===== config.mk =====
export PLATFORM = sky130hd
export DESIGN_NAME = csr_regfile_top
export DESIGN_NICKNAME = d
export VERILOG_FILES = /design/src/verilog/csr_pkg.sv /design/src/verilog/csr_trap_regs.sv /design/src/verilog/csr_irq_regs.sv /design/src/verilog/csr_pmp_regs.sv /design/src/verilog/csr_read_mux.sv /design/src/verilog/csr_regfile_top.sv
export SDC_FILE = /design/constraint.sdc
export NUM_CORES = 1
export LEC_CHECK = 0
export BUFFER_PORTS_ARGS = -buffer_cell sky130_fd_sc_hd__buf_4
export CAP_MARGIN = 20
export CORE_MARGIN = 2
export CORE_UTILIZATION = 48
export CTS_CLUSTER_DIAMETER = 100
export DETAILED_ROUTE_END_ITERATION = 12
export PLACE_DENSITY = 0.76
export SYNTH_ARGS = -nofsm -noshare
export SYNTH_HDL_FRONTEND = slang
export SYNTH_HIERARCHICAL = 1
export SYNTH_SLANG_ARGS = --single-unit

===== constraint.sdc =====
create_clock -name clk_i -period 4.95 [get_ports clk_i]
set_input_delay 0.99 -clock clk_i [delete_from_list [all_inputs] [get_ports clk_i]]
set_output_delay 0.99 -clock clk_i [all_outputs]
set_load 0.05 [all_outputs]

===== src/verilog/csr_pkg.sv =====
package csr_pkg;

	localparam int XLEN          = 32;                  // Data and address width
	localparam int CSR_ADDR_W    = 12;                  // CSR address space
	localparam int PMP_ENTRIES   = 4;                   // Kept pmpaddr entries
	localparam int PMP_CFG_WORDS = PMP_ENTRIES / 4;     // Four cfg bytes per word
	localparam int MSTATUS_W     = 5;                   // Stored mstatus bits
	localparam int IRQ_W         = 3;                   // Stored mie/mip bits

	// Bit 2 asks for a read, bits 1:0 give the write kind
	typedef enum logic [2:0] {
		CSR_OP_NONE       = 3'b000,
		CSR_OP_SET        = 3'b001,
		CSR_OP_CLEAR      = 3'b010,
		CSR_OP_WRITE      = 3'b011,
		CSR_OP_READ       = 3'b100,
		CSR_OP_READ_SET   = 3'b101,
		CSR_OP_READ_CLEAR = 3'b110,
		CSR_OP_READ_WRITE = 3'b111
	} csr_op_e;

	localparam int CSR_OP_RD_BIT = 2;                   // Read request flag in op

	localparam logic [CSR_ADDR_W-1:0] ADDR_MSTATUS    = 12'h300;
	localparam logic [CSR_ADDR_W-1:0] ADDR_MISA       = 12'h301;
	localparam logic [CSR_ADDR_W-1:0] ADDR_MIE        = 12'h304;
	localparam logic [CSR_ADDR_W-1:0] ADDR_MTVEC      = 12'h305;
	localparam logic [CSR_ADDR_W-1:0] ADDR_MEPC       = 12'h341;
	localparam logic [CSR_ADDR_W-1:0] ADDR_MCAUSE     = 12'h342;
	localparam logic [CSR_ADDR_W-1:0] ADDR_MTVAL      = 12'h343;
	localparam logic [CSR_ADDR_W-1:0] ADDR_MIP        = 12'h344;
	localparam logic [CSR_ADDR_W-1:0] ADDR_PMPCFG0    = 12'h3A0;  // Base of cfg words
	localparam logic [CSR_ADDR_W-1:0] ADDR_PMPADDR0   = 12'h3B0;  // Base of addr entries
	localparam logic [CSR_ADDR_W-1:0] ADDR_MVENDORID  = 12'hF11;
	localparam logic [CSR_ADDR_W-1:0] ADDR_MARCHID    = 12'hF12;
	localparam logic [CSR_ADDR_W-1:0] ADDR_MIMPID     = 12'hF13;
	localparam logic [CSR_ADDR_W-1:0] ADDR_MHARTID    = 12'hF14;
	localparam logic [CSR_ADDR_W-1:0] ADDR_MCONFIGPTR = 12'hF15;

	// Architectural positions in the 32-bit words
	localparam int MSTATUS_MIE_POS  = 3;
	localparam int MSTATUS_MPIE_POS = 7;
	localparam int MSTATUS_MPP_POS  = 11;
	localparam int MSTATUS_MPRV_POS = 17;
	localparam int MSTATUS_TW_POS   = 21;
	localparam int IRQ_MSI_POS      = 3;
	localparam int IRQ_MTI_POS      = 7;
	localparam int IRQ_MEI_POS      = 11;

	// Positions inside the compact stored vectors
	localparam int MST_MIE_IDX  = 0;
	localparam int MST_MPIE_IDX = 1;
	localparam int MST_MPP_IDX  = 2;
	localparam int MST_MPRV_IDX = 3;
	localparam int MST_TW_IDX   = 4;
	localparam int IRQ_MSI_IDX  = 0;
	localparam int IRQ_MTI_IDX  = 1;
	localparam int IRQ_MEI_IDX  = 2;

	localparam logic [XLEN-1:0] MVENDORID_VAL = 32'h0000_0000;  // Non-commercial
	localparam logic [XLEN-1:0] MARCHID_VAL   = 32'h7FFF_FFFF;
	localparam logic [XLEN-1:0] MIMPID_VAL    = 32'h0000_0001;
	localparam logic [XLEN-1:0] MHARTID_VAL   = 32'h0000_0000;  // Single hart
	localparam logic [XLEN-1:0] MISA_VAL      = 32'h4010_0100;  // RV32 with I and U
	localparam logic [XLEN-1:0] MTVEC_VAL     = 32'h0000_0100;  // Base 0x100, direct mode

	// Software write request, blocked while the trap unit updates
	function automatic logic csr_sw_wr(input logic en, input csr_op_e op, input logic trap_we);
		return en && (op[1:0] != 2'b00) && !trap_we;
	endfunction

	// New register value for the write kind of op
	function automatic logic [XLEN-1:0] csr_merge(input logic [XLEN-1:0] old_val,
	                                              input logic [XLEN-1:0] wdata,
	                                              input csr_op_e op);
		case (op[1:0])
			2'b11:   return wdata;                // Write
			2'b01:   return old_val | wdata;      // Set
			2'b10:   return old_val & ~wdata;     // Clear
			default: return old_val;
		endcase
	endfunction

endpackage


===== src/verilog/csr_trap_regs.sv =====
`timescale 1ns/100ps

module csr_trap_regs import csr_pkg::*; (
	input  logic                  clk_i,
	input  logic                  rstn_i,
	input  logic                  csr_en_i,
	input  csr_op_e               csr_op_i,
	input  logic [CSR_ADDR_W-1:0] csr_addr_i,
	input  logic [XLEN-1:0]       csr_wdata_i,
	input  logic                  tcu_csr_we_i,      // Trap update strobe
	input  logic [XLEN-1:0]       csr_mtval_i,
	input  logic [XLEN-1:0]       csr_mcause_i,
	input  logic [XLEN-1:0]       csr_mepc_i,
	input  logic [2:0]            csr_trap_state_i,  // MIE, MPIE, MPP
	output logic [MSTATUS_W-1:0]  mstatus_o,         // TW, MPRV, MPP, MPIE, MIE
	output logic [XLEN-1:0]       mepc_o,
	output logic [XLEN-1:0]       mcause_o,
	output logic [XLEN-1:0]       mtval_o
);

	logic [MSTATUS_W-1:0] mstatus_q;
	logic [XLEN-1:0]      mepc_q;
	logic [XLEN-1:0]      mcause_q;
	logic [XLEN-1:0]      mtval_q;
	logic                 sw_wr;          // Software write this cycle
	logic [MSTATUS_W-1:0] mstatus_wbits;  // wdata bits gathered to stored order
	logic [XLEN-1:0]      mstatus_mrg;

	assign sw_wr = csr_sw_wr(csr_en_i, csr_op_i, tcu_csr_we_i);

	assign mstatus_wbits[MST_TW_IDX]   = csr_wdata_i[MSTATUS_TW_POS];
	assign mstatus_wbits[MST_MPRV_IDX] = csr_wdata_i[MSTATUS_MPRV_POS];
	assign mstatus_wbits[MST_MPP_IDX]  = csr_wdata_i[MSTATUS_MPP_POS];
	assign mstatus_wbits[MST_MPIE_IDX] = csr_wdata_i[MSTATUS_MPIE_POS];
	assign mstatus_wbits[MST_MIE_IDX]  = csr_wdata_i[MSTATUS_MIE_POS];

	// Merge on zero-extended vectors, upper bits dropped on store
	assign mstatus_mrg = csr_merge(XLEN'(mstatus_q), XLEN'(mstatus_wbits), csr_op_i);

	always_ff @(posedge clk_i) begin
		if (!rstn_i) begin
			mstatus_q <= '0;
			mepc_q    <= '0;
			mcause_q  <= '0;
			mtval_q   <= '0;
		end else if (tcu_csr_we_i) begin                    // Trap entry or return
			mtval_q                 <= csr_mtval_i;
			mcause_q                <= csr_mcause_i;
			mepc_q                  <= csr_mepc_i;
			mstatus_q[MST_MIE_IDX]  <= csr_trap_state_i[2];
			mstatus_q[MST_MPIE_IDX] <= csr_trap_state_i[1];
			mstatus_q[MST_MPP_IDX]  <= csr_trap_state_i[0];  // TW and MPRV kept
		end else if (sw_wr) begin
			case (csr_addr_i)
				ADDR_MSTATUS: mstatus_q <= mstatus_mrg[MSTATUS_W-1:0];
				ADDR_MEPC:    mepc_q    <= csr_merge(mepc_q, csr_wdata_i, csr_op_i);
				ADDR_MTVAL:   mtval_q   <= csr_merge(mtval_q, csr_wdata_i, csr_op_i);
				default: begin                                // MCAUSE read-only here
				end
			endcase
		end
	end

	assign mstatus_o = mstatus_q;
	assign mepc_o    = mepc_q;
	assign mcause_o  = mcause_q;
	assign mtval_o   = mtval_q;

	// Only the trap unit may move mcause
	mcause_hold_a: assert property (@(posedge clk_i)
		rstn_i && !tcu_csr_we_i |=> $stable(mcause_q))
		else $error("mcause changed on an edge without the trap strobe");

endmodule


===== src/verilog/csr_irq_regs.sv =====
`timescale 1ns/100ps

module csr_irq_regs import csr_pkg::*; (
	input  logic                  clk_i,
	input  logic                  rstn_i,
	input  logic                  csr_en_i,
	input  csr_op_e               csr_op_i,
	input  logic [CSR_ADDR_W-1:0] csr_addr_i,
	input  logic [XLEN-1:0]       csr_wdata_i,
	input  logic                  tcu_csr_we_i,        // Blocks software writes
	input  logic                  csr_sw_int_pend_i,
	input  logic                  csr_tim_int_pend_i,
	input  logic                  csr_ext_int_pend_i,
	output logic [IRQ_W-1:0]      mie_o,               // MEI, MTI, MSI
	output logic [IRQ_W-1:0]      mip_o                // Same order
);

	logic [IRQ_W-1:0] mie_q;
	logic [IRQ_W-1:0] mip_q;
	logic [IRQ_W-1:0] pend;        // Pending levels in stored order
	logic [IRQ_W-1:0] irq_wbits;   // wdata bits 11, 7, 3
	logic             sw_wr;
	logic             mie_we;
	logic             mip_we;
	logic [XLEN-1:0]  mie_mrg;
	logic [XLEN-1:0]  mip_mrg;

	assign pend[IRQ_MEI_IDX] = csr_ext_int_pend_i;
	assign pend[IRQ_MTI_IDX] = csr_tim_int_pend_i;
	assign pend[IRQ_MSI_IDX] = csr_sw_int_pend_i;

	assign irq_wbits[IRQ_MEI_IDX] = csr_wdata_i[IRQ_MEI_POS];
	assign irq_wbits[IRQ_MTI_IDX] = csr_wdata_i[IRQ_MTI_POS];
	assign irq_wbits[IRQ_MSI_IDX] = csr_wdata_i[IRQ_MSI_POS];

	assign sw_wr  = csr_sw_wr(csr_en_i, csr_op_i, tcu_csr_we_i);
	assign mie_we = sw_wr && (csr_addr_i == ADDR_MIE);
	assign mip_we = sw_wr && (csr_addr_i == ADDR_MIP);

	assign mie_mrg = csr_merge(XLEN'(mie_q), XLEN'(irq_wbits), csr_op_i);
	assign mip_mrg = csr_merge(XLEN'(mip_q), XLEN'(irq_wbits), csr_op_i);

	always_ff @(posedge clk_i) begin
		if (!rstn_i) begin
			mie_q <= '0;
			mip_q <= '0;
		end else begin
			if (mie_we) begin
				mie_q <= mie_mrg[IRQ_W-1:0];
			end
			// Sampled every cycle, a software write wins for one cycle
			mip_q <= mip_we ? mip_mrg[IRQ_W-1:0] : pend;
		end
	end

	assign mie_o = mie_q;
	assign mip_o = mip_q;

	// mip tracks the pending levels one cycle late
	mip_follow_a: assert property (@(posedge clk_i)
		rstn_i && !mip_we |=> mip_q == $past(pend))
		else $error("mip does not match the pending inputs of the previous cycle");

endmodule


===== src/verilog/csr_pmp_regs.sv =====
`timescale 1ns/100ps

module csr_pmp_regs import csr_pkg::*; (
	input  logic                  clk_i,
	input  logic                  rstn_i,
	input  logic                  csr_en_i,
	input  csr_op_e               csr_op_i,
	input  logic [CSR_ADDR_W-1:0] csr_addr_i,
	input  logic [XLEN-1:0]       csr_wdata_i,
	input  logic                  tcu_csr_we_i,                // Blocks software writes
	output logic [XLEN-1:0]       pmpcfg_o  [PMP_CFG_WORDS],
	output logic [XLEN-1:0]       pmpaddr_o [PMP_ENTRIES]
);

	logic [XLEN-1:0] pmpcfg_q  [PMP_CFG_WORDS];
	logic [XLEN-1:0] pmpaddr_q [PMP_ENTRIES];
	logic            sw_wr;
	logic [(PMP_CFG_WORDS+PMP_ENTRIES)*XLEN-1:0] pmp_flat;  // All words, addr entries low

	assign sw_wr = csr_sw_wr(csr_en_i, csr_op_i, tcu_csr_we_i);

	for (genvar w = 0; w < PMP_CFG_WORDS; w++) begin : g_cfg
		always_ff @(posedge clk_i) begin
			if (!rstn_i) begin
				pmpcfg_q[w] <= '0;
			end else if (sw_wr && csr_addr_i == ADDR_PMPCFG0 + CSR_ADDR_W'(w)) begin
				pmpcfg_q[w] <= csr_merge(pmpcfg_q[w], csr_wdata_i, csr_op_i);
			end
		end
		assign pmpcfg_o[w] = pmpcfg_q[w];
		assign pmp_flat[(PMP_ENTRIES+w)*XLEN +: XLEN] = pmpcfg_q[w];
	end

	// Addresses past the last kept entry match nothing
	for (genvar i = 0; i < PMP_ENTRIES; i++) begin : g_addr
		always_ff @(posedge clk_i) begin
			if (!rstn_i) begin
				pmpaddr_q[i] <= '0;
			end else if (sw_wr && csr_addr_i == ADDR_PMPADDR0 + CSR_ADDR_W'(i)) begin
				pmpaddr_q[i] <= csr_merge(pmpaddr_q[i], csr_wdata_i, csr_op_i);
			end
		end
		assign pmpaddr_o[i] = pmpaddr_q[i];
		assign pmp_flat[i*XLEN +: XLEN] = pmpaddr_q[i];
	end

	// Number of words differing between two snapshots
	function automatic int unsigned words_changed(
		input logic [(PMP_CFG_WORDS+PMP_ENTRIES)*XLEN-1:0] cur,
		input logic [(PMP_CFG_WORDS+PMP_ENTRIES)*XLEN-1:0] prev);
		int unsigned n;
		n = 0;
		for (int k = 0; k < PMP_CFG_WORDS + PMP_ENTRIES; k++) begin
			if (cur[k*XLEN +: XLEN] != prev[k*XLEN +: XLEN]) begin
				n++;
			end
		end
		return n;
	endfunction

	pmp_single_a: assert property (@(posedge clk_i)
		rstn_i |=> words_changed(pmp_flat, $past(pmp_flat)) <= 1)
		else $error("more than one PMP register changed in one cycle");

endmodule


===== src/verilog/csr_read_mux.sv =====
`timescale 1ns/100ps

module csr_read_mux import csr_pkg::*; (
	input  logic                  csr_en_i,
	input  csr_op_e               csr_op_i,
	input  logic [CSR_ADDR_W-1:0] csr_addr_i,
	input  logic [MSTATUS_W-1:0]  mstatus_i,
	input  logic [IRQ_W-1:0]      mie_i,
	input  logic [IRQ_W-1:0]      mip_i,
	input  logic [XLEN-1:0]       mepc_i,
	input  logic [XLEN-1:0]       mcause_i,
	input  logic [XLEN-1:0]       mtval_i,
	input  logic [XLEN-1:0]       pmpcfg_i  [PMP_CFG_WORDS],
	input  logic [XLEN-1:0]       pmpaddr_i [PMP_ENTRIES],
	output logic [XLEN-1:0]       csr_rdata_o
);

	logic            rd_req;      // Read asked for this cycle
	logic [XLEN-1:0] mstatus_fmt;
	logic [XLEN-1:0] mie_fmt;
	logic [XLEN-1:0] mip_fmt;
	logic [XLEN-1:0] rdata;

	assign rd_req = csr_en_i && csr_op_i[CSR_OP_RD_BIT];

	// Spread stored bits to architectural positions, rest zero
	always_comb begin
		mstatus_fmt = '0;
		mstatus_fmt[MSTATUS_TW_POS]   = mstatus_i[MST_TW_IDX];
		mstatus_fmt[MSTATUS_MPRV_POS] = mstatus_i[MST_MPRV_IDX];
		mstatus_fmt[MSTATUS_MPP_POS]  = mstatus_i[MST_MPP_IDX];   // Low MPP bit only
		mstatus_fmt[MSTATUS_MPIE_POS] = mstatus_i[MST_MPIE_IDX];
		mstatus_fmt[MSTATUS_MIE_POS]  = mstatus_i[MST_MIE_IDX];
		mie_fmt = '0;
		mie_fmt[IRQ_MEI_POS] = mie_i[IRQ_MEI_IDX];
		mie_fmt[IRQ_MTI_POS] = mie_i[IRQ_MTI_IDX];
		mie_fmt[IRQ_MSI_POS] = mie_i[IRQ_MSI_IDX];
		mip_fmt = '0;
		mip_fmt[IRQ_MEI_POS] = mip_i[IRQ_MEI_IDX];
		mip_fmt[IRQ_MTI_POS] = mip_i[IRQ_MTI_IDX];
		mip_fmt[IRQ_MSI_POS] = mip_i[IRQ_MSI_IDX];
	end

	always_comb begin
		rdata = '0;                                     // Unimplemented reads zero
		if (rd_req) begin
			case (csr_addr_i)
				ADDR_MVENDORID:  rdata = MVENDORID_VAL;
				ADDR_MARCHID:    rdata = MARCHID_VAL;
				ADDR_MIMPID:     rdata = MIMPID_VAL;
				ADDR_MHARTID:    rdata = MHARTID_VAL;
				ADDR_MCONFIGPTR: rdata = '0;            // No config structure
				ADDR_MISA:       rdata = MISA_VAL;
				ADDR_MTVEC:      rdata = MTVEC_VAL;
				ADDR_MSTATUS:    rdata = mstatus_fmt;
				ADDR_MIE:        rdata = mie_fmt;
				ADDR_MIP:        rdata = mip_fmt;
				ADDR_MEPC:       rdata = mepc_i;
				ADDR_MCAUSE:     rdata = mcause_i;
				ADDR_MTVAL:      rdata = mtval_i;
				default: begin
				end
			endcase
			for (int w = 0; w < PMP_CFG_WORDS; w++) begin
				if (csr_addr_i == ADDR_PMPCFG0 + CSR_ADDR_W'(w)) begin
					rdata = pmpcfg_i[w];
				end
			end
			for (int i = 0; i < PMP_ENTRIES; i++) begin  // PMPADDR beyond kept set stays zero
				if (csr_addr_i == ADDR_PMPADDR0 + CSR_ADDR_W'(i)) begin
					rdata = pmpaddr_i[i];
				end
			end
		end
	end

	assign csr_rdata_o = rdata;

endmodule


===== src/verilog/csr_regfile_top.sv =====
`timescale 1ns/100ps

module csr_regfile_top import csr_pkg::*; (
	input  logic                  clk_i,
	input  logic                  rstn_i,
	input  logic                  csr_en_i,            // CSR command
	input  csr_op_e               csr_op_i,
	input  logic [CSR_ADDR_W-1:0] csr_addr_i,
	input  logic [XLEN-1:0]       csr_wdata_i,
	output logic [XLEN-1:0]       csr_rdata_o,
	input  logic                  tcu_csr_we_i,        // Trap update from TCU
	input  logic [XLEN-1:0]       csr_mtval_i,
	input  logic [XLEN-1:0]       csr_mcause_i,
	input  logic [XLEN-1:0]       csr_mepc_i,
	input  logic [2:0]            csr_trap_state_i,    // MIE, MPIE, MPP
	input  logic                  csr_sw_int_pend_i,
	input  logic                  csr_tim_int_pend_i,
	input  logic                  csr_ext_int_pend_i,
	output logic                  csr_mie_o,
	output logic                  csr_mpie_o,
	output logic                  csr_mpp_o,
	output logic                  csr_mprv_o,
	output logic [XLEN-1:0]       csr_mtvec_o,
	output logic [XLEN-1:0]       csr_mepc_o,
	output logic [XLEN-1:0]       csr_mcause_o,
	output logic [XLEN-1:0]       csr_mtval_o,
	output logic [1:0]            csr_ext_int_o,       // {pending, enabled}
	output logic [1:0]            csr_tim_int_o,
	output logic [1:0]            csr_soft_int_o,
	output logic [XLEN-1:0]       csr_pmpcfg_o  [PMP_CFG_WORDS],
	output logic [XLEN-1:0]       csr_pmpaddr_o [PMP_ENTRIES]
);

	logic [MSTATUS_W-1:0] mstatus;
	logic [IRQ_W-1:0]     mie;
	logic [IRQ_W-1:0]     mip;

	csr_trap_regs u_trap (
		.clk_i, .rstn_i, .csr_en_i, .csr_op_i, .csr_addr_i, .csr_wdata_i,
		.tcu_csr_we_i, .csr_mtval_i, .csr_mcause_i, .csr_mepc_i, .csr_trap_state_i,
		.mstatus_o (mstatus),
		.mepc_o    (csr_mepc_o),
		.mcause_o  (csr_mcause_o),
		.mtval_o   (csr_mtval_o)
	);

	csr_irq_regs u_irq (
		.clk_i, .rstn_i, .csr_en_i, .csr_op_i, .csr_addr_i, .csr_wdata_i,
		.tcu_csr_we_i, .csr_sw_int_pend_i, .csr_tim_int_pend_i, .csr_ext_int_pend_i,
		.mie_o (mie),
		.mip_o (mip)
	);

	csr_pmp_regs u_pmp (
		.clk_i, .rstn_i, .csr_en_i, .csr_op_i, .csr_addr_i, .csr_wdata_i, .tcu_csr_we_i,
		.pmpcfg_o  (csr_pmpcfg_o),
		.pmpaddr_o (csr_pmpaddr_o)
	);

	csr_read_mux u_rmux (
		.csr_en_i, .csr_op_i, .csr_addr_i,
		.mstatus_i (mstatus),
		.mie_i     (mie),
		.mip_i     (mip),
		.mepc_i    (csr_mepc_o),
		.mcause_i  (csr_mcause_o),
		.mtval_i   (csr_mtval_o),
		.pmpcfg_i  (csr_pmpcfg_o),
		.pmpaddr_i (csr_pmpaddr_o),
		.csr_rdata_o
	);

	assign csr_mie_o  = mstatus[MST_MIE_IDX];   // Trap state to datapath
	assign csr_mpie_o = mstatus[MST_MPIE_IDX];
	assign csr_mpp_o  = mstatus[MST_MPP_IDX];
	assign csr_mprv_o = mstatus[MST_MPRV_IDX];

	assign csr_mtvec_o = MTVEC_VAL;              // Fixed vector base

	assign csr_ext_int_o  = {mip[IRQ_MEI_IDX], mie[IRQ_MEI_IDX]};
	assign csr_tim_int_o  = {mip[IRQ_MTI_IDX], mie[IRQ_MTI_IDX]};
	assign csr_soft_int_o = {mip[IRQ_MSI_IDX], mie[IRQ_MSI_IDX]};

endmodule


# Word level (Yosys, flattened, before mapping)
# Memory sizes are Yosys's and may differ from the RTL's.
# Cells that the tools add are included.
[op_classes]
muxes = 59
eq_ne = 19
n_reduce_logical = 24
bitwise = 28
[ops]
columns = ["op", "n"]
rows = [
  ["$mux 32", 27],
  ["$pmux 32 s3", 7],
  ["$pmux 32 s10", 1],
  ["$and 32x32->32", 7],
  ["$or 32x32->32", 7],
  ["$eq 12x10->1 const B", 13],
  ["$not 32->32", 1],
  ["$reduce_or 32->1", 1],
  ["$eq 12x12->1 const B", 2],
  ["$pmux 3 s3", 2],
  ["$mux 1", 17],
  ["$pmux 5 s3", 1],
  ["$mux 3", 4],
  ["$logic_and 1x1->1", 10],
  ["$reduce_bool 2->1", 5],
  ["$reduce_and 3->1", 3],
  ["$and 3x3->3", 2],
  ["$or 3x3->3", 2],
  ["$and 5x5->5", 1],
  ["$not 5->5", 1],
  ["$or 5x5->5", 1],
  ["$eq 2x2->1 const B", 2],
  ["$ne 4x4->1 const B", 1],
  ["$or 1x1->1", 4],
  ["other kinds (8)", 8],
]
[word_totals]
output_inout_bits = 330
in_bits = 153
n_memories = 2
register_bits = 107
mem_bits_rw = 160
[mem_list]
columns = ["name", "words", "width", "read_ports", "rd_ports_with_merged_regs", "write_ports", "line", "source"]
rows = [
  ["u_pmp.pmpaddr_q", 4, 32, 4, 0, 4, "csr_pmp_regs.sv:16", "logic [XLEN-1:0] pmpaddr_q [PMP_ENTRIES];"],
  ["u_pmp.pmpcfg_q", 1, 32, 1, 0, 1, "csr_pmp_regs.sv:15", "logic [XLEN-1:0] pmpcfg_q [PMP_CFG_WORDS];"],
]

# Longest topological paths before layout
# Gate-level depths: netlist of run 1.
[depth]
ltp_word = 9
mapped_depth = 8
mapped_depth_nobuf = 6

# Modules after synthesis
# The synthesis of run 1 kept the hierarchy.
[by_module_without_submodules]
columns = ["module", "area_each_um2", "cells_per_inst", "seq_area_each_um2", "instances"]
rows = [
  ["csr_pmp_regs", 7531.0, 628, 4804.6, 1],
  ["csr_trap_regs", 5549.1, 707, 2021.9, 1],
  ["csr_read_mux", 2618.8, 413, 0.0, 1],
  ["csr_irq_regs", 505.5, 62, 120.1, 1],
  ["csr_regfile_top", 247.7, 34, 0.0, 1],
]

# Least setup slack after synthesis of run 1
# OpenSTA, ideal clock, no wires.
[synth_path]
path_type = "in2reg"
from = "in csr_op_i[0]"
to = "mem u_pmp.pmpaddr_q[1][0] (enable)"
arrival_ps = 4203
path_buffers = 2
setup_slack_ps = 281
stages = 6
required_ps = 4484
path_cell_list = "inv_1 ha_1 buf_2 clkbuf_1 o2111ai_1 o21ai_0"
[synth_rtl]
columns = ["element", "line", "source"]
rows = [
  ["from (decl)", "csr_regfile_top.sv:7", "input csr_op_e csr_op_i,"],
  ["to (decl)", "csr_pmp_regs.sv:16", ""],
]

# Worst setup path in the final report of run 1
[layout_path]
from = "in csr_addr_i[7]"
to = "out csr_rdata_o[20]"
[layout_via]
elab_chain_len = 8
elab_cells_between_ends = 22
[layout_lines]
columns = ["element", "line", "source"]
rows = [
  ["from (decl)", "csr_regfile_top.sv:8", "input logic [CSR_ADDR_W-1:0] csr_addr_i,"],
  ["$eq 12x10->1 or $eq 12x12->1 (tied branches)", "csr_read_mux.sv:47", "case (csr_addr_i)"],
  ["$pmux 32 s10", "csr_read_mux.sv:47", ""],
  ["$mux 32", "csr_read_mux.sv:65", "if (csr_addr_i == ADDR_PMPCFG0 + CSR_ADDR_W'(w)) begin"],
  ["$mux 32 (3 in series)", "csr_read_mux.sv:70", "if (csr_addr_i == ADDR_PMPADDR0 + CSR_ADDR_W'(i)) begin"],
  ["$mux 32 (*)", "csr_read_mux.sv:70", ""],
  ["$mux 32 (*)", "csr_read_mux.sv:46", "if (rd_req) begin"],
  ["to (decl)", "csr_regfile_top.sv:10", "output logic [XLEN-1:0] csr_rdata_o,"],
]
# Every way passes the cells marked *; elsewhere a longest branch is shown, timed or not.

==> impl_metrics.py, run 1 <==
metrics = {
    "critical_path": {
        "crit_start": "csr_addr_i[7]",
        "crit_type": "in2out",
        "rr_worst_depth": 4,
        "startpoint_type": "input port",
        "cp_max_fo": 11,
        "r2r-start": "u_trap/mstatus_o[2]",
        "end_kind": "output port",
        "critPathArrivalTime_ps": 3520,
        "worstPathRequired_ps": 3960,
    },
    "die": {
        "start_util_pct": 48.9,
        "coreArea_um2": 33600,
        "dieArea_um2": 35800,
        "chipWidth_um": 189,
        "rows": 67,
        "pin_count": 483,
        "fp.dieH_um": 189,
    },
    "global_route": {
        "first_global_vias": 16300,
        "overflow": 0,
        "grt_usage_pct": 39.1,
        "grt_pass1_wl_um": 107000,
        "grt_max_degree": 108,
        "antenna_found_initial": 2,
    },
    "clock_tree": {
        "hold_buffers": 0,
        "cts_resized": 0,
        "post_cts_buffers": 0,
        "clkSinkCount": 267,
        "cts_root_buf": "clkbuf_16",
        "htree_num_levels": 1,
        "clk_pin_slew_ps": 50,
        "cts_tree": "built",
        "cts_made_buffers": 31,
        "cts_buffer_depth": 3,
        "insertion_delay_ps": 560,
    },
    "timing": {
        "hold_ws_ps": 523,
        "slew-limit-headroom_pct": 26.1,
        "fin_crit_ps": 4510,
        "finalClockSkew_ps": 0,
        "tightest_slew_ps": 1110,
        "clock.fmax_ghz": 0.222,
        "fin_tns_setup_ps": 0,
        "finalHoldViolCount": 0,
        "slew_violations": 0,
        "rsz0062_at_grt": "no",
        "finalSetupViolCount": 0,
        "min_period_over_period_pct": 91.1,
    },
    "yosys": {
        "synth_edf_count": 160,
        "synthTopCellsByCount": "a21oi_1 (415), o21ai_0 (204), edfxtp_1 (160), nor4_1 (141), clkbuf_1 (129)",
        "syn_area_per_cell_um2": 8.92,
        "ys_seq_area_share_pct": 42.2,
        "netlist_area_um2": 16500,
        "yosysTopAreaCellShare_pct": 29.2,
        "yosysMostFrequentCell": "a21oi_1",
        "post-synth-top-area-cell": "edfxtp_1",
        "ys_seq_elements": 267,
        "synth_cell_types": 83,
        "synthCells": 1844,
        "yosys_warnings": 6,
        "synth_flop_cell": "edfxtp_1",
        "synth_area_leaders": "edfxtp_1 (29%), dfxtp_1 (13%), a21oi_1 (13%)",
        "async_flop_share_pct": 0,
    },
    "drt": {
        "dr.pass1.iters": 9,
        "drt_wl_total_um": 73900,
        "routedWlPerCell_um": 27.8,
        "vias": 18200,
        "drt-initial-drc-count": 2855,
        "viasPerCell": 6.82,
        "remaining_drc_errors": 0,
        "final_antenna_net_count": 0,
    },
    "placed_design": {
        "hpwl_um": 51800,
        "place_inst": 2604,
        "gp_congestion": 1.02,
        "portBuffers": 450,
    },
    "layout": {
        "stdcell_count": 2662,
        "seq_area_um2": 6950,
        "multi_input_area_um2": 8440,
        "fillCellCount": 2937,
        "num-nets-final": 2355,
        "drive_gt1_share_pct": 28.4,
        "area_growth_pct": 27.8,
    },
    "power": {
        "p_per_area_nw_per_um2": 300,
        "p_leak_uw": 0.00804,
        "peakVddDrop_mv": 0.284,
    },
    "outcome": {
        "status": "complete, no violations",
    },
    "min_path": {
        "hp-start": "u_trap/mepc_o[19]",
        "holdPathStages": 2,
        "hp-class": "reg2reg",
    },
    "run": {
        "max_cap_viol_count": 0,
    },
}
-- cell type report --
type,instances,area share (%)
multi-input cells,1343,40.2
clock buffers,42,4.12
flip-flops and latches,267,33.0
inverters,45,0.803
diodes,1,0.0119
clock inverters,14,0.750
well taps,448,2.67
repair buffers,502,18.4
-- worst max-delay path, cell delays in order --
cell and delay [ps]:
buf_4 160, or4b_1 670, or3_1 600, o211ai_1 280, o21ai_0 210, a21oi_1 330, buf_4 260
-- cells by family after synthesis --
logic type / after synthesis / share of synthesized area, %
simple gates: 423 / 17.1
flops: 267 / 42.2
fa+ha+maj: 12 / 0.913
other cells: 2 / 0.0456
buf+inv: 264 / 7.82
mux: 46 / 2.87
compound gates: 830 / 29.0
-- worst paths after layout --
kind | to | slack [ps]
worst min-delay path | u_trap/mepc_o[19] | 520
worst max register to register | u_trap/mstatus_o[2] | 3640
worst min register to register | u_trap/mepc_o[19] | 520
worst max-delay path | csr_rdata_o[20] | 440
-- report_power, final --
| part | total, µW | switching [µW] | internal (µW) | leakage, µW |
|---|---|---|---|---|
| logic | 1380 | 991 | 394 | 0.00499 |
| clock network | 2340 | 967 | 1380 | 0.000501 |
| registers | 2580 | 133 | 2450 | 0.00254 |
| total | 6310 | 2090 | 4220 | 0.00804 |
-- layout by cell type, fill, tap and decap left out, drive strengths merged, types with 5 or more instances in the layout --
master	count
nand2	50
a31oi	65
nor2b	39
a21oi	416
conb	32
and2	15
mux2	9
dfxtp	107
ha	12
nand3b	6
a41o	15
nand2b	37
and3	5
or4b	7
inv	47
nand4	7
or3	8
nor4	172
edfxtp	160
buf	502
clkbuf	42
nand3	7
nor3	16
mux2i	37
nor2	30
a22oi	15
o221ai	17
a221oi	30
a22o	19
o21ai	206
clkinv	8
a211oi	6
-- metrics by stage --
stage | utilization [%] | setup slack [ps] | total power, µW | instance area (µm²)
floorplan | - | 281 | 3460 | 16600
global placement | 59.3 | 544 | 3960 | 19900
detailed placement | 59.4 | 516 | 3970 | 20000
CTS | 62.5 | 517 | 6290 | 21000
global route | 62.5 | 363 | 6480 | 21000
finish | 62.5 | 439 | 6310 | 21000
-- registers in the layout, indices dropped and copies added, names as in the netlist --
signal            flops
u_trap/mtval_o       32
u_irq/mie_o           3
u_trap/mepc_o        32
u_trap/mcause_o      32
u_trap/mstatus_o      5
u_irq/mip_o           3
u_pmp/pmpcfg_q       32
u_pmp/pmpaddr_q     128
-- layer usage --
layer | vias to the layer above | share of wire [%] | global-route usage, %
met3 | 189 | 15 | 8.82
met5 | - | 0 | 0
met1 | 8550 | 38 | 56.2
li1 | 7795 | - | -
met2 | 1629 | 43 | 58.1
met4 | 0 | 4.0 | 13.2
Power figures use the tool's default switching activity.
==> inputs of run 2 (changes only) <==
- CORE_AREA: unset -> 2 2 190 192
- CORE_MARGIN: 2 -> unset
- CORE_UTILIZATION: 48 -> unset
- DIE_AREA: unset -> 0 0 192 194
- PLACE_DENSITY: 0.76 -> 0.71
- clock period: 4.95 -> 4.3 ns (I/O delays scaled with it)
==> impl_metrics.py, run 2 (same netlist as run 1, synthesis figures left out) <==
metrics = {
    "outcome": {
        "status": "complete, no violations",
    },
    "critical_path": {
        "cp_max_fo": 13,
        "end_kind": "output port",
        "max_stage_delay_ps": 670,
        "worstPathRequired_ps": 3440,
        "crit_chain": "buf_4, buf_4, or4b_1, nor4_1, buf_4, a211o_1, o21ai_0, a21oi_1, buf_4",
        "crit_type": "in2out",
        "cp_common_cell": "buf_4",
        "critPathArrivalTime_ps": 3250,
        "crit_family": "simple AND/OR/NAND/NOR gates",
        "startpoint_type": "input port",
        "path_buf_inv": 4,
        "crit_slowest_cell": "or4b_1",
    },
    "die": {
        "start_util_pct": 46.7,
        "coreArea_um2": 35200,
        "dieArea_um2": 37200,
        "fp.dieH_um": 194,
        "chipWidth_um": 192,
        "pin_count": 483,
        "rows": 69,
    },
    "drt": {
        "dr.pass1.iters": 6,
        "viasPerCell": 6.73,
        "vias": 18000,
        "drt-initial-drc-count": 3139,
        "drt_wl_total_um": 75200,
        "final_antenna_net_count": 0,
        "routedWlPerCell_um": 28.0,
        "remaining_drc_errors": 0,
    },
    "timing": {
        "slew-limit-headroom_pct": 27.1,
        "slew_violations": 0,
        "tightest_slew_ps": 1090,
        "fin_crit_ps": 4110,
        "clock.fmax_ghz": 0.243,
        "finalSetupViolCount": 0,
        "hold_ws_ps": 520,
        "finalHoldViolCount": 0,
        "min_period_over_period_pct": 95.7,
        "setup_ws_ps": 186,
        "finalClockSkew_ps": 0,
        "rsz0062_at_grt": "no",
    },
    "layout": {
        "largest-register": "u_pmp/pmpaddr_q",
        "num-nets-final": 2363,
        "drive_gt1_share_pct": 29.0,
        "final_common_cell": "buf_4",
        "fillCellCount": 3086,
        "n_antenna_cell": 0,
        "final_cell_area_um2": 21100,
        "area_growth_pct": 28.2,
        "largest_register_ffs": 128,
        "fin_util_pct": 59.9,
        "final_cell_mix": "buf_4 (507), a21oi_1 (415), o21ai_0 (199), edfxtp_1 (160), nor4_1 (140)",
    },
    "clock_tree": {
        "post_cts_buffers": 0,
        "htree_num_levels": 1,
        "cts_made_buffers": 29,
        "cts_resized": 0,
        "cts_buffer_depth": 3,
        "cts_root_buf": "clkbuf_16",
        "insertion_delay_ps": 560,
        "clk_pin_slew_ps": 60,
        "clkSinkCount": 267,
        "hold_buffers": 0,
        "cts_tree": "built",
    },
    "global_route": {
        "first_global_vias": 16300,
        "overflow": 0,
        "antenna_found_initial": 0,
        "grt_pass1_wl_um": 109000,
        "grt_usage_pct": 38.4,
        "grt_max_degree": 86,
    },
    "placed_design": {
        "portBuffers": 450,
        "place_area_um2": 20000,
        "hpwl_um": 52900,
        "place_ws_ps": 295,
        "gp_congestion": 0.986,
    },
    "power": {
        "p_per_area_nw_per_um2": 348,
        "power_uw": 7350,
        "peakVddDrop_mv": 0.296,
        "p_leak_uw": 0.00807,
    },
    "min_path": {
        "hp-class": "reg2reg",
    },
    "run": {
        "max_cap_viol_count": 0,
    },
}
==> run 2: cell count changes in the layout (fill, tap and decap cells not counted), sizes merged <==
cell	delta
clkbuf	-8
buf	+10
diode	-1
bufinv	+3
clkinv	+2
==> run 2: path summary, 6_finish.rpt <==
kind,depth (start not counted),endpoint,startpoint,slack [ps]
worst max-delay path,9,csr_rdata_o[20],csr_addr_i[2],190
worst min-delay path,2,u_trap/mepc_o[16],u_trap/mepc_o[16],520
worst max register to register,4,u_irq/mip_o[2],u_irq/mip_o[2],3130
worst min register to register,2,u_trap/mepc_o[16],u_trap/mepc_o[16],520
==> run 2: tightest hold or removal path, cell delays in order (launching register included) <==
cell,delay [ps]
dfxtp_1,340
o21ai_0,80
a21oi_1,60
==> run 2: routing by layer <==
layer / routed length (µm) / global-route usage [%] / share of wire, % / up-vias
met5: 0 / 0 / 0 / -
met4: 2600 / 12.1 / 3.5 / 0
met3: 10900 / 8.52 / 15 / 156
met2: 32100 / 55.6 / 43 / 1522
met1: 29500 / 56.7 / 39 / 8557
li1: - / - / - / 7803
==> run 2: final cells by class <==
| class | count | area [µm²] | share of cell area [%] |
|---|---|---|---|
| clock inverters | 19 | 250 | 1.19 |
| inverters | 45 | 169 | 0.801 |
| flip-flops and latches | 267 | 6950 | 32.9 |
| clock buffers | 34 | 787 | 3.73 |
| well taps | 461 | 577 | 2.74 |
| repair buffers | 512 | 3910 | 18.5 |
| multi-input cells | 1343 | 8450 | 40.1 |
==> run 2: per-stage QoR <==
step	instances	TNS, ps
floorplan	1874	-22500
global placement	2628	0
detailed placement	2628	0
CTS	2681	0
global route	2681	0
finish	2681	0
==> run 2: power by group <==
part | internal [µW] | switching (µW) | total (µW)
Combinational | 456 | 1150 | 1610
Sequential | 2820 | 147 | 2970
Clock | 1660 | 1110 | 2770
Total | 4940 | 2410 | 7350
